--- src/rtl/game_input_pkg.sv ---
// scan code and jump hold constants, frame state enum, ps2 byte and game move structs
`default_nettype none

package game_input_pkg;

    // set 2 make codes for the game keys
    localparam logic [7:0] sc_left  = 8'h1C; // A
    localparam logic [7:0] sc_right = 8'h23; // D
    localparam logic [7:0] sc_jump  = 8'h1D; // W

    // prefixes
    localparam logic [7:0] sc_break = 8'hF0; // key release
    localparam logic [7:0] sc_ext   = 8'hE0; // extended key, dropped

    // counter value after which the jump strobe drops for a cycle
    localparam logic [7:0] jump_hold = 8'd50;

    // receive fsm, start bit is taken in idle
    typedef enum logic [1:0] {
        idle,
        data,
        parity,
        stop
    } frame_state_t;

    // one received ps2 byte
    typedef struct packed {
        logic       valid; // one cycle strobe
        logic       err;   // start, parity or stop failure
        logic [7:0] data;
    } ps2_byte_t;

    typedef struct packed {
        logic right;
        logic left;
        logic jump;
    } game_moves_t;

endpackage

`default_nettype wire
--- src/rtl/ps2_game_input.sv ---
// top level, sampler, frame control, shifter, keycode assembler and decoder
`timescale 1ns/1ns
`default_nettype none

module ps2_game_input (
    input  logic                        clk,
    input  logic                        rst,
    input  logic                        ps2_clk,
    input  logic                        ps2_data,
    output game_input_pkg::game_moves_t moves
);

    logic                      ps2_data_s;
    logic                      fall;
    logic                      shift_en;
    logic                      clr_parity;
    logic [7:0]                data_bits;
    logic                      parity_ok;
    game_input_pkg::ps2_byte_t rx_byte;
    logic [15:0]               keycode;

    ps2_line_sampler u_sampler (
        .clk        (clk),
        .rst        (rst),
        .ps2_clk    (ps2_clk),
        .ps2_data   (ps2_data),
        .ps2_data_s (ps2_data_s),
        .fall       (fall)
    );

    ps2_frame_ctrl u_frame_ctrl (
        .clk        (clk),
        .rst        (rst),
        .fall       (fall),
        .ps2_data_s (ps2_data_s),
        .shift_en   (shift_en),
        .clr_parity (clr_parity),
        .rx_byte    (rx_byte),
        .data_bits  (data_bits),
        .parity_ok  (parity_ok)
    );

    ps2_shift_reg u_shift_reg (
        .clk        (clk),
        .rst        (rst),
        .shift_en   (shift_en),
        .clr_parity (clr_parity),
        .ps2_data_s (ps2_data_s),
        .data_bits  (data_bits),
        .parity_ok  (parity_ok)
    );

    keycode_assembler u_assembler (
        .clk     (clk),
        .rst     (rst),
        .rx_byte (rx_byte),
        .keycode (keycode)
    );

    keycode_decoder u_decoder (
        .clk     (clk),
        .rst     (rst),
        .keycode (keycode),
        .moves   (moves)
    );

endmodule

`default_nettype wire

--- src/rtl/keycode_decoder.sv ---
// keycode to held left and right levels and a repeating jump strobe
`timescale 1ns/1ns
`default_nettype none

module keycode_decoder (
    input  logic                        clk,
    input  logic                        rst,
    input  logic [15:0]                 keycode,
    output game_input_pkg::game_moves_t moves
);

    game_input_pkg::game_moves_t moves_nxt;
    logic [7:0] ctr;
    logic [7:0] ctr_nxt;
    logic       is_break;
    logic [7:0] code;

    assign is_break = (keycode[15:8] == game_input_pkg::sc_break);
    assign code     = keycode[7:0];

    always_ff @(posedge clk) begin
        if (rst) begin
            moves <= '0;
            ctr   <= 8'd0;
        end else begin
            moves <= moves_nxt;
            ctr   <= ctr_nxt;
        end
    end

    always_comb begin
        moves_nxt = moves;

        // directions are independent, both may be held
        if (code == game_input_pkg::sc_left) begin
            moves_nxt.left = ~is_break;
        end else if (code == game_input_pkg::sc_right) begin
            moves_nxt.right = ~is_break;
        end

        // jump pulses while the make persists
        if ((code == game_input_pkg::sc_jump) && !is_break) begin
            if (ctr > game_input_pkg::jump_hold) begin
                moves_nxt.jump = 1'b0; // one low cycle, then restart
                ctr_nxt        = 8'd0;
            end else begin
                moves_nxt.jump = 1'b1;
                ctr_nxt        = ctr + 8'd1;
            end
        end else begin
            moves_nxt.jump = 1'b0;
            ctr_nxt        = 8'd0;
        end
    end

endmodule

`default_nettype wire

--- src/rtl/keycode_assembler.sv ---
// break prefix tracking and 16-bit keycode publishing from received bytes
`timescale 1ns/1ns
`default_nettype none

module keycode_assembler (
    input  logic                      clk,
    input  logic                      rst,
    input  game_input_pkg::ps2_byte_t rx_byte,
    output logic [15:0]               keycode
);

    logic pending_break;

    always_ff @(posedge clk) begin
        if (rst) begin
            pending_break <= 1'b0;
            keycode       <= 16'h0000;
        end else if (rx_byte.valid && !rx_byte.err) begin
            if (rx_byte.data == game_input_pkg::sc_break) begin
                pending_break <= 1'b1; // wait for the released key
            end else if (rx_byte.data != game_input_pkg::sc_ext) begin
                // extended prefix falls through untouched
                keycode       <= {pending_break ? game_input_pkg::sc_break : 8'h00,
                                  rx_byte.data};
                pending_break <= 1'b0;
            end
        end
    end

endmodule

`default_nettype wire

--- src/rtl/ps2_shift_reg.sv ---
// lsb first data shifter with running odd parity over data and parity bits
`timescale 1ns/1ns
`default_nettype none

module ps2_shift_reg (
    input  logic       clk,
    input  logic       rst,
    input  logic       shift_en,
    input  logic       clr_parity,
    input  logic       ps2_data_s,
    output logic [7:0] data_bits,
    output logic       parity_ok
);

    // nine stages, the parity bit lands on top and pushes d0 down to bit 0
    logic [8:0] sr;
    logic       ones_odd;

    always_ff @(posedge clk) begin
        if (shift_en) begin
            sr <= {ps2_data_s, sr[8:1]};
        end
    end

    always_ff @(posedge clk) begin
        if (rst || clr_parity) begin
            ones_odd <= 1'b0;
        end else if (shift_en) begin
            ones_odd <= ones_odd ^ ps2_data_s; // toggle on every 1
        end
    end

    assign data_bits = sr[7:0];
    assign parity_ok = ones_odd;

endmodule

`default_nettype wire

--- src/rtl/ps2_frame_ctrl.sv ---
// ps2 receive fsm for start, data, parity and stop with error flagging
`timescale 1ns/1ns
`default_nettype none

module ps2_frame_ctrl (
    input  logic                    clk,
    input  logic                    rst,
    input  logic                    fall,
    input  logic                    ps2_data_s,
    output logic                    shift_en,
    output logic                    clr_parity,
    output game_input_pkg::ps2_byte_t rx_byte,
    input  logic [7:0]              data_bits,
    input  logic                    parity_ok
);

    game_input_pkg::frame_state_t state;
    logic [2:0] bit_cnt;
    logic       start_bad; // start bit was sampled high

    // data and parity bits both go through the shifter
    assign shift_en   = fall & ((state == game_input_pkg::data) ||
                                (state == game_input_pkg::parity));
    assign clr_parity = fall & (state == game_input_pkg::idle);

    always_ff @(posedge clk) begin
        if (rst) begin
            state         <= game_input_pkg::idle;
            bit_cnt       <= 3'd0;
            start_bad     <= 1'b0;
            rx_byte.valid <= 1'b0;
            rx_byte.err   <= 1'b0;
        end else begin
            rx_byte.valid <= 1'b0;
            if (fall) begin
                case (state)
                    game_input_pkg::idle: begin
                        start_bad <= ps2_data_s;
                        bit_cnt   <= 3'd0;
                        state     <= game_input_pkg::data;
                    end
                    game_input_pkg::data: begin
                        bit_cnt <= bit_cnt + 3'd1;
                        if (bit_cnt == 3'd7) begin
                            state <= game_input_pkg::parity; // eighth bit taken
                        end
                    end
                    game_input_pkg::parity: begin
                        state <= game_input_pkg::stop;
                    end
                    game_input_pkg::stop: begin
                        // parity_ok already includes the parity bit here
                        rx_byte.valid <= 1'b1;
                        rx_byte.err   <= start_bad | ~parity_ok | ~ps2_data_s;
                        state         <= game_input_pkg::idle;
                    end
                    default: begin
                        state <= game_input_pkg::idle;
                    end
                endcase
            end
        end
    end

    // payload follows the stop bit, no reset needed
    always_ff @(posedge clk) begin
        if (fall && (state == game_input_pkg::stop)) begin
            rx_byte.data <= data_bits;
        end
    end

endmodule

`default_nettype wire

--- src/rtl/ps2_line_sampler.sv ---
// ps2 clock and data synchronizers with a falling edge strobe on the synced clock
`timescale 1ns/1ns
`default_nettype none

module ps2_line_sampler (
    input  logic clk,
    input  logic rst,
    input  logic ps2_clk,
    input  logic ps2_data,
    output logic ps2_data_s,
    output logic fall
);

    logic clk_meta;
    logic clk_s;
    logic clk_prev;
    logic data_meta;

    // bus idles high, so all stages reset to 1
    always_ff @(posedge clk) begin
        if (rst) begin
            clk_meta   <= 1'b1;
            clk_s      <= 1'b1;
            clk_prev   <= 1'b1;
            data_meta  <= 1'b1;
            ps2_data_s <= 1'b1;
            fall       <= 1'b0;
        end else begin
            clk_meta   <= ps2_clk;
            clk_s      <= clk_meta;
            clk_prev   <= clk_s;
            data_meta  <= ps2_data;
            ps2_data_s <= data_meta;
            fall       <= clk_prev & ~clk_s; // registered edge, third cycle after the pin
        end
    end

endmodule

`default_nettype wire

--- config.mk ---
export PLATFORM = sky130hd
export DESIGN_NAME = ps2_game_input
export DESIGN_NICKNAME = d
export VERILOG_FILES = /design/src/rtl/game_input_pkg.sv /design/src/rtl/ps2_game_input.sv /design/src/rtl/keycode_decoder.sv /design/src/rtl/keycode_assembler.sv /design/src/rtl/ps2_shift_reg.sv /design/src/rtl/ps2_frame_ctrl.sv /design/src/rtl/ps2_line_sampler.sv
export SDC_FILE = /design/constraint.sdc
export NUM_CORES = 1
export LEC_CHECK = 0
export BUFFER_PORTS_ARGS = -buffer_cell sky130_fd_sc_hd__buf_2
export CAP_MARGIN = 10
export CORE_MARGIN = 5
export CORE_UTILIZATION = 40
export DETAILED_ROUTE_END_ITERATION = 8
export GPL_TIMING_DRIVEN = 0
export PLACE_DENSITY = 0.61
export SLEW_MARGIN = 40
export SYNTH_ARGS = -nofsm -noshare
export SYNTH_HDL_FRONTEND = slang
export SYNTH_SLANG_ARGS = --single-unit
--- constraint.sdc ---
create_clock -name clk -period 2.5 [get_ports clk]
set_clock_uncertainty 0.1 [all_clocks]
set_input_delay 0.625 -clock clk [delete_from_list [all_inputs] [get_ports clk]]
set_output_delay 0.625 -clock clk [all_outputs]
set_load 0.05 [all_outputs]
==> impl_metrics.sql <==
INSERT INTO impl_metrics (metric_group, metric, value, unit) VALUES
('global_route', 'grt_first_pass_wirelength', '5790', 'um'),
('power_and_ir_drop', 'seqPwrFrac', '0.635', ''),
('synthesis', 'syn-instance-count', '166', ''),
('synthesis', 'synth_async_sr_flop_share', '0', ''),
('power_and_ir_drop', 'p_int', '1120', 'uW'),
('min_path', 'min_from', 'u_sampler.clk_meta$_SDFF_PP1_', ''),
('clock_network', 'cts_tree', 'done', ''),
('worst_setup_path', 'end_kind', 'flop', ''),
('sta', 'grt_setup_unrepaired', 'false', ''),
('sta', 'fin_ws', '0.738', 'ns'),
('floorplanning', 'chipWidth', '80.5', 'um'),
('cells_and_area', 'layout-drive-gt1-share', '0.0939', ''),
('drt', 'vias_per_cell', '5.06', ''),
('synthesis', 'synthXorXnorAreaFrac', '0.0132', ''),
('placed_design', 'hpwlAfterDp', '2390', 'um'),
('clock_network', 'clkSinkCount', '53', ''),
('sta', 'setup_viol', '0', ''),
('drt', 'post-route-drc-count', '0', ''),
('sta', 'timing.max_slew.rel_slack', '0.629', ''),
('synthesis', 'synth.distinct_cells', '40', ''),
('floorplanning', 'floorplan.die.height', '80.5', 'um'),
('power_and_ir_drop', 'irDropWorstVdd', '306', 'uV'),
('power_and_ir_drop', 'pwr-share-clk', '0.346', ''),
('floorplanning', 'placementRows', '25', ''),
('drt', 'detail_route.iter0.violations', '61', ''),
('clock_network', 'cts_repair_resize_count', '0', ''),
('clock_network', 'hold_buffers', '0', ''),
('power_and_ir_drop', 'pwr_density_cell', '639', 'mW/mm^2'),
('synthesis', 'ys_ff_latch', '53', ''),
('synthesis', 'synth-adder-area-share', '0.0504', ''),
('cells_and_area', 'final_net_count', '192', ''),
('floorplanning', 'floorplan.die_area', '0.00648', 'sq mm'),
('floorplanning', 'floorplan.initialDensity', '0.415', ''),
('drt', 'firstDrtPassIters', '4', ''),
('global_route', 'vias_in_the_first_global_route', '1242', ''),
('power_and_ir_drop', 'p_sw', '281', 'uW'),
('global_route', 'grt.total_usage', '0.117', ''),
('synthesis', 'yosys_warnings', '0', ''),
('worst_setup_path', 'required', '2.59', 'ns'),
('worst_setup_path', 'crit_start', 'u_assembler.keycode[1]$_SDFFE_PP0P_', ''),
('worst_setup_path', 'worst-endpoint-arrival', '1.85', 'ns'),
('cells_and_area', 'num-fill-cells', '445', ''),
('job', 'drv.max_cap_violation_count', '0', ''),
('clock_network', 'cts_buffers', '5', ''),
('power_and_ir_drop', 'power.share.switching', '0.200', ''),
('synthesis', 'largest_family_of_logic_cells_by_synthesized_area', 'simple AND/OR/NAND/NOR gates', ''),
('run_status', 'outcome', 'completed', ''),
('floorplanning', 'fp.coreArea', '0.00479', 'sq mm'),
('global_route', 'largest_net_degree_at_the_start_of_global_routing', '17', ''),
('placed_design', 'preCtsSetupSlack', '0.471', 'ns'),
('clock_network', 'path_clk_slew', '0.09', 'ns'),
('cells_and_area', 'sequential_cell_area', '0.00123', 'sq mm'),
('sta', 'worst_slew_pin_slew', '0.554', 'ns'),
('worst_setup_path', 'worstSetupStartpointType', 'flop', ''),
('global_route', 'antenna_found_initial', '0', ''),
('cells_and_area', 'instances_no_fill', '248', ''),
('drt', 'detail_route.wl_per_cell', '13.2', 'um'),
('synthesis', 'synth_area_per_cell', '12.0', 'sq um'),
('drt', 'wirelength', '3280', 'um'),
('power_and_ir_drop', 'static-leakage-power', '0.000786', 'uW'),
('placed_design', 'dpl.cell_count', '240', ''),
('cells_and_area', 'antenna_cells_inserted', '0', ''),
('power_and_ir_drop', 'p_total', '1400', 'uW'),
('synthesis', 'synth.yosys.seq_area_share', '0.620', ''),
('synthesis', 'synth_ff_type', 'sky130_fd_sc_hd__dfxtp_1', ''),
('synthesis', 'synth_edf_count', '17', ''),
('clock_network', 'post-cts-setup-buffer-count', '0', ''),
('clock_network', 'clock_tree.root_cell', 'sky130_fd_sc_hd__clkbuf_8', ''),
('cells_and_area', 'multi_input_comb_area', '703', 'sq um'),
('sta', 'timing.final.crit_period', '1.76', 'ns'),
('synthesis', 'synth-compound-area-share', '0.106', '');
## power groups by stage
stage	sequential [uW]	combinational [uW]	clock (uW)
floorplan	911	16.4	0
CTS	892	25.7	503
global placement	912	24.4	0
global route	893	30.1	552
detailed placement	912	25.6	0
finish	892	25.4	486
## logic make-up after synthesis
| logic type | Yosys count |
|---|---|
| xor gates and xnor gates | 3 |
| other | 1 |
| adders and majority gates | 8 |
| DFF | 53 |
| muxes | 4 |
| AOI/OAI and AO/OA | 30 |
| and+or+nand+nor | 54 |
| buffers and inverters | 13 |
## synthesized netlist by cell type (2+ instances only)
master                     count  area (sq um)
sky130_fd_sc_hd__dfxtp_1      36           721
sky130_fd_sc_hd__edfxtp_1     17           510
sky130_fd_sc_hd__a21oi_1      11          55.1
sky130_fd_sc_hd__nand2_1       9          33.8
sky130_fd_sc_hd__ha_1          8           100
sky130_fd_sc_hd__inv_1         7          26.3
sky130_fd_sc_hd__nor2_1        7          26.3
sky130_fd_sc_hd__nor4_1        7          43.8
sky130_fd_sc_hd__nand3_1       6          30.0
sky130_fd_sc_hd__or2_1         6          37.5
sky130_fd_sc_hd__clkbuf_1      4          15.0
sky130_fd_sc_hd__mux2i_1       4          40.0
sky130_fd_sc_hd__a31o_1        3          26.3
sky130_fd_sc_hd__a31oi_1       3          18.8
sky130_fd_sc_hd__o221a_1       3          33.8
sky130_fd_sc_hd__a311oi_1      2          17.5
sky130_fd_sc_hd__a32oi_1       2          17.5
sky130_fd_sc_hd__and2_1        2          12.5
sky130_fd_sc_hd__nand2b_1      2          12.5
sky130_fd_sc_hd__nand3b_1      2          15.0
sky130_fd_sc_hd__nand4_1       2          12.5
sky130_fd_sc_hd__nor3_1        2          10.0
sky130_fd_sc_hd__nor3b_1       2          15.0
sky130_fd_sc_hd__o21ai_1       2          10.0
sky130_fd_sc_hd__xor2_1        2          17.5
## worst paths after layout
| check | endpoint | slack [ns] | cells past startpoint |
|---|---|---|---|
| min reg2reg | u_sampler.clk_s$_SDFF_PP1_ | 0.31 | 1 |
| max reg2reg | u_decoder.ctr[3]$_SDFF_PP0_ | 0.74 | 4 |
| max | u_decoder.ctr[3]$_SDFF_PP0_ | 0.74 | 4 |
| min | u_sampler.clk_s$_SDFF_PP1_ | 0.31 | 1 |
## area by class of cell
class	instances	area share
plain buffers	5	0.0120
clock buffers	7	0.0393
clock inverters	1	0.00285
inverters	8	0.0137
multi-input cells	101	0.320
flip-flops and latches	53	0.560
well taps	67	0.0382
repair buffers	6	0.0137
## metal layers
| metal | track usage | up-vias | wire (um) |
|---|---|---|---|
| met5 | 0 | - | 0 |
| met4 | 0.0507 | 0 | 68 |
| li1 | - | 637 | - |
| met3 | 0.0336 | 9 | 101 |
| met2 | 0.183 | 15 | 1530 |
| met1 | 0.150 | 593 | 1580 |
## through the flow
| stage | cell area [sq um] | hold slack [ns] |
|---|---|---|
| 2_1_floorplan | 1990 | 0.283 |
| 3_3_place_gp | 2100 | 0.296 |
| 3_5_place_dp | 2100 | 0.296 |
| 4_1_cts | 2200 | 0.317 |
| 5_1_grt | 2200 | 0.342 |
| 6_report | 2200 | 0.312 |
## state kept, by name (all words and copies together), names as in the netlist, 2 cells and up
register and count:
u_shift_reg.sr 9, u_frame_ctrl.state 2, u_decoder.moves 3, u_frame_ctrl.bit_cnt 3, u_frame_ctrl.rx_byte 10, u_assembler.keycode 9
u_decoder.ctr 8
## critical path, cell delays in order, from the launching register on
cell and delay (ns):
sky130_fd_sc_hd__dfxtp_1 0.33, sky130_fd_sc_hd__or4_4 0.54, sky130_fd_sc_hd__or2_1 0.23, sky130_fd_sc_hd__buf_6 0.13, sky130_fd_sc_hd__nor4_1 0.33
Power figures use the tool's default switching activity.
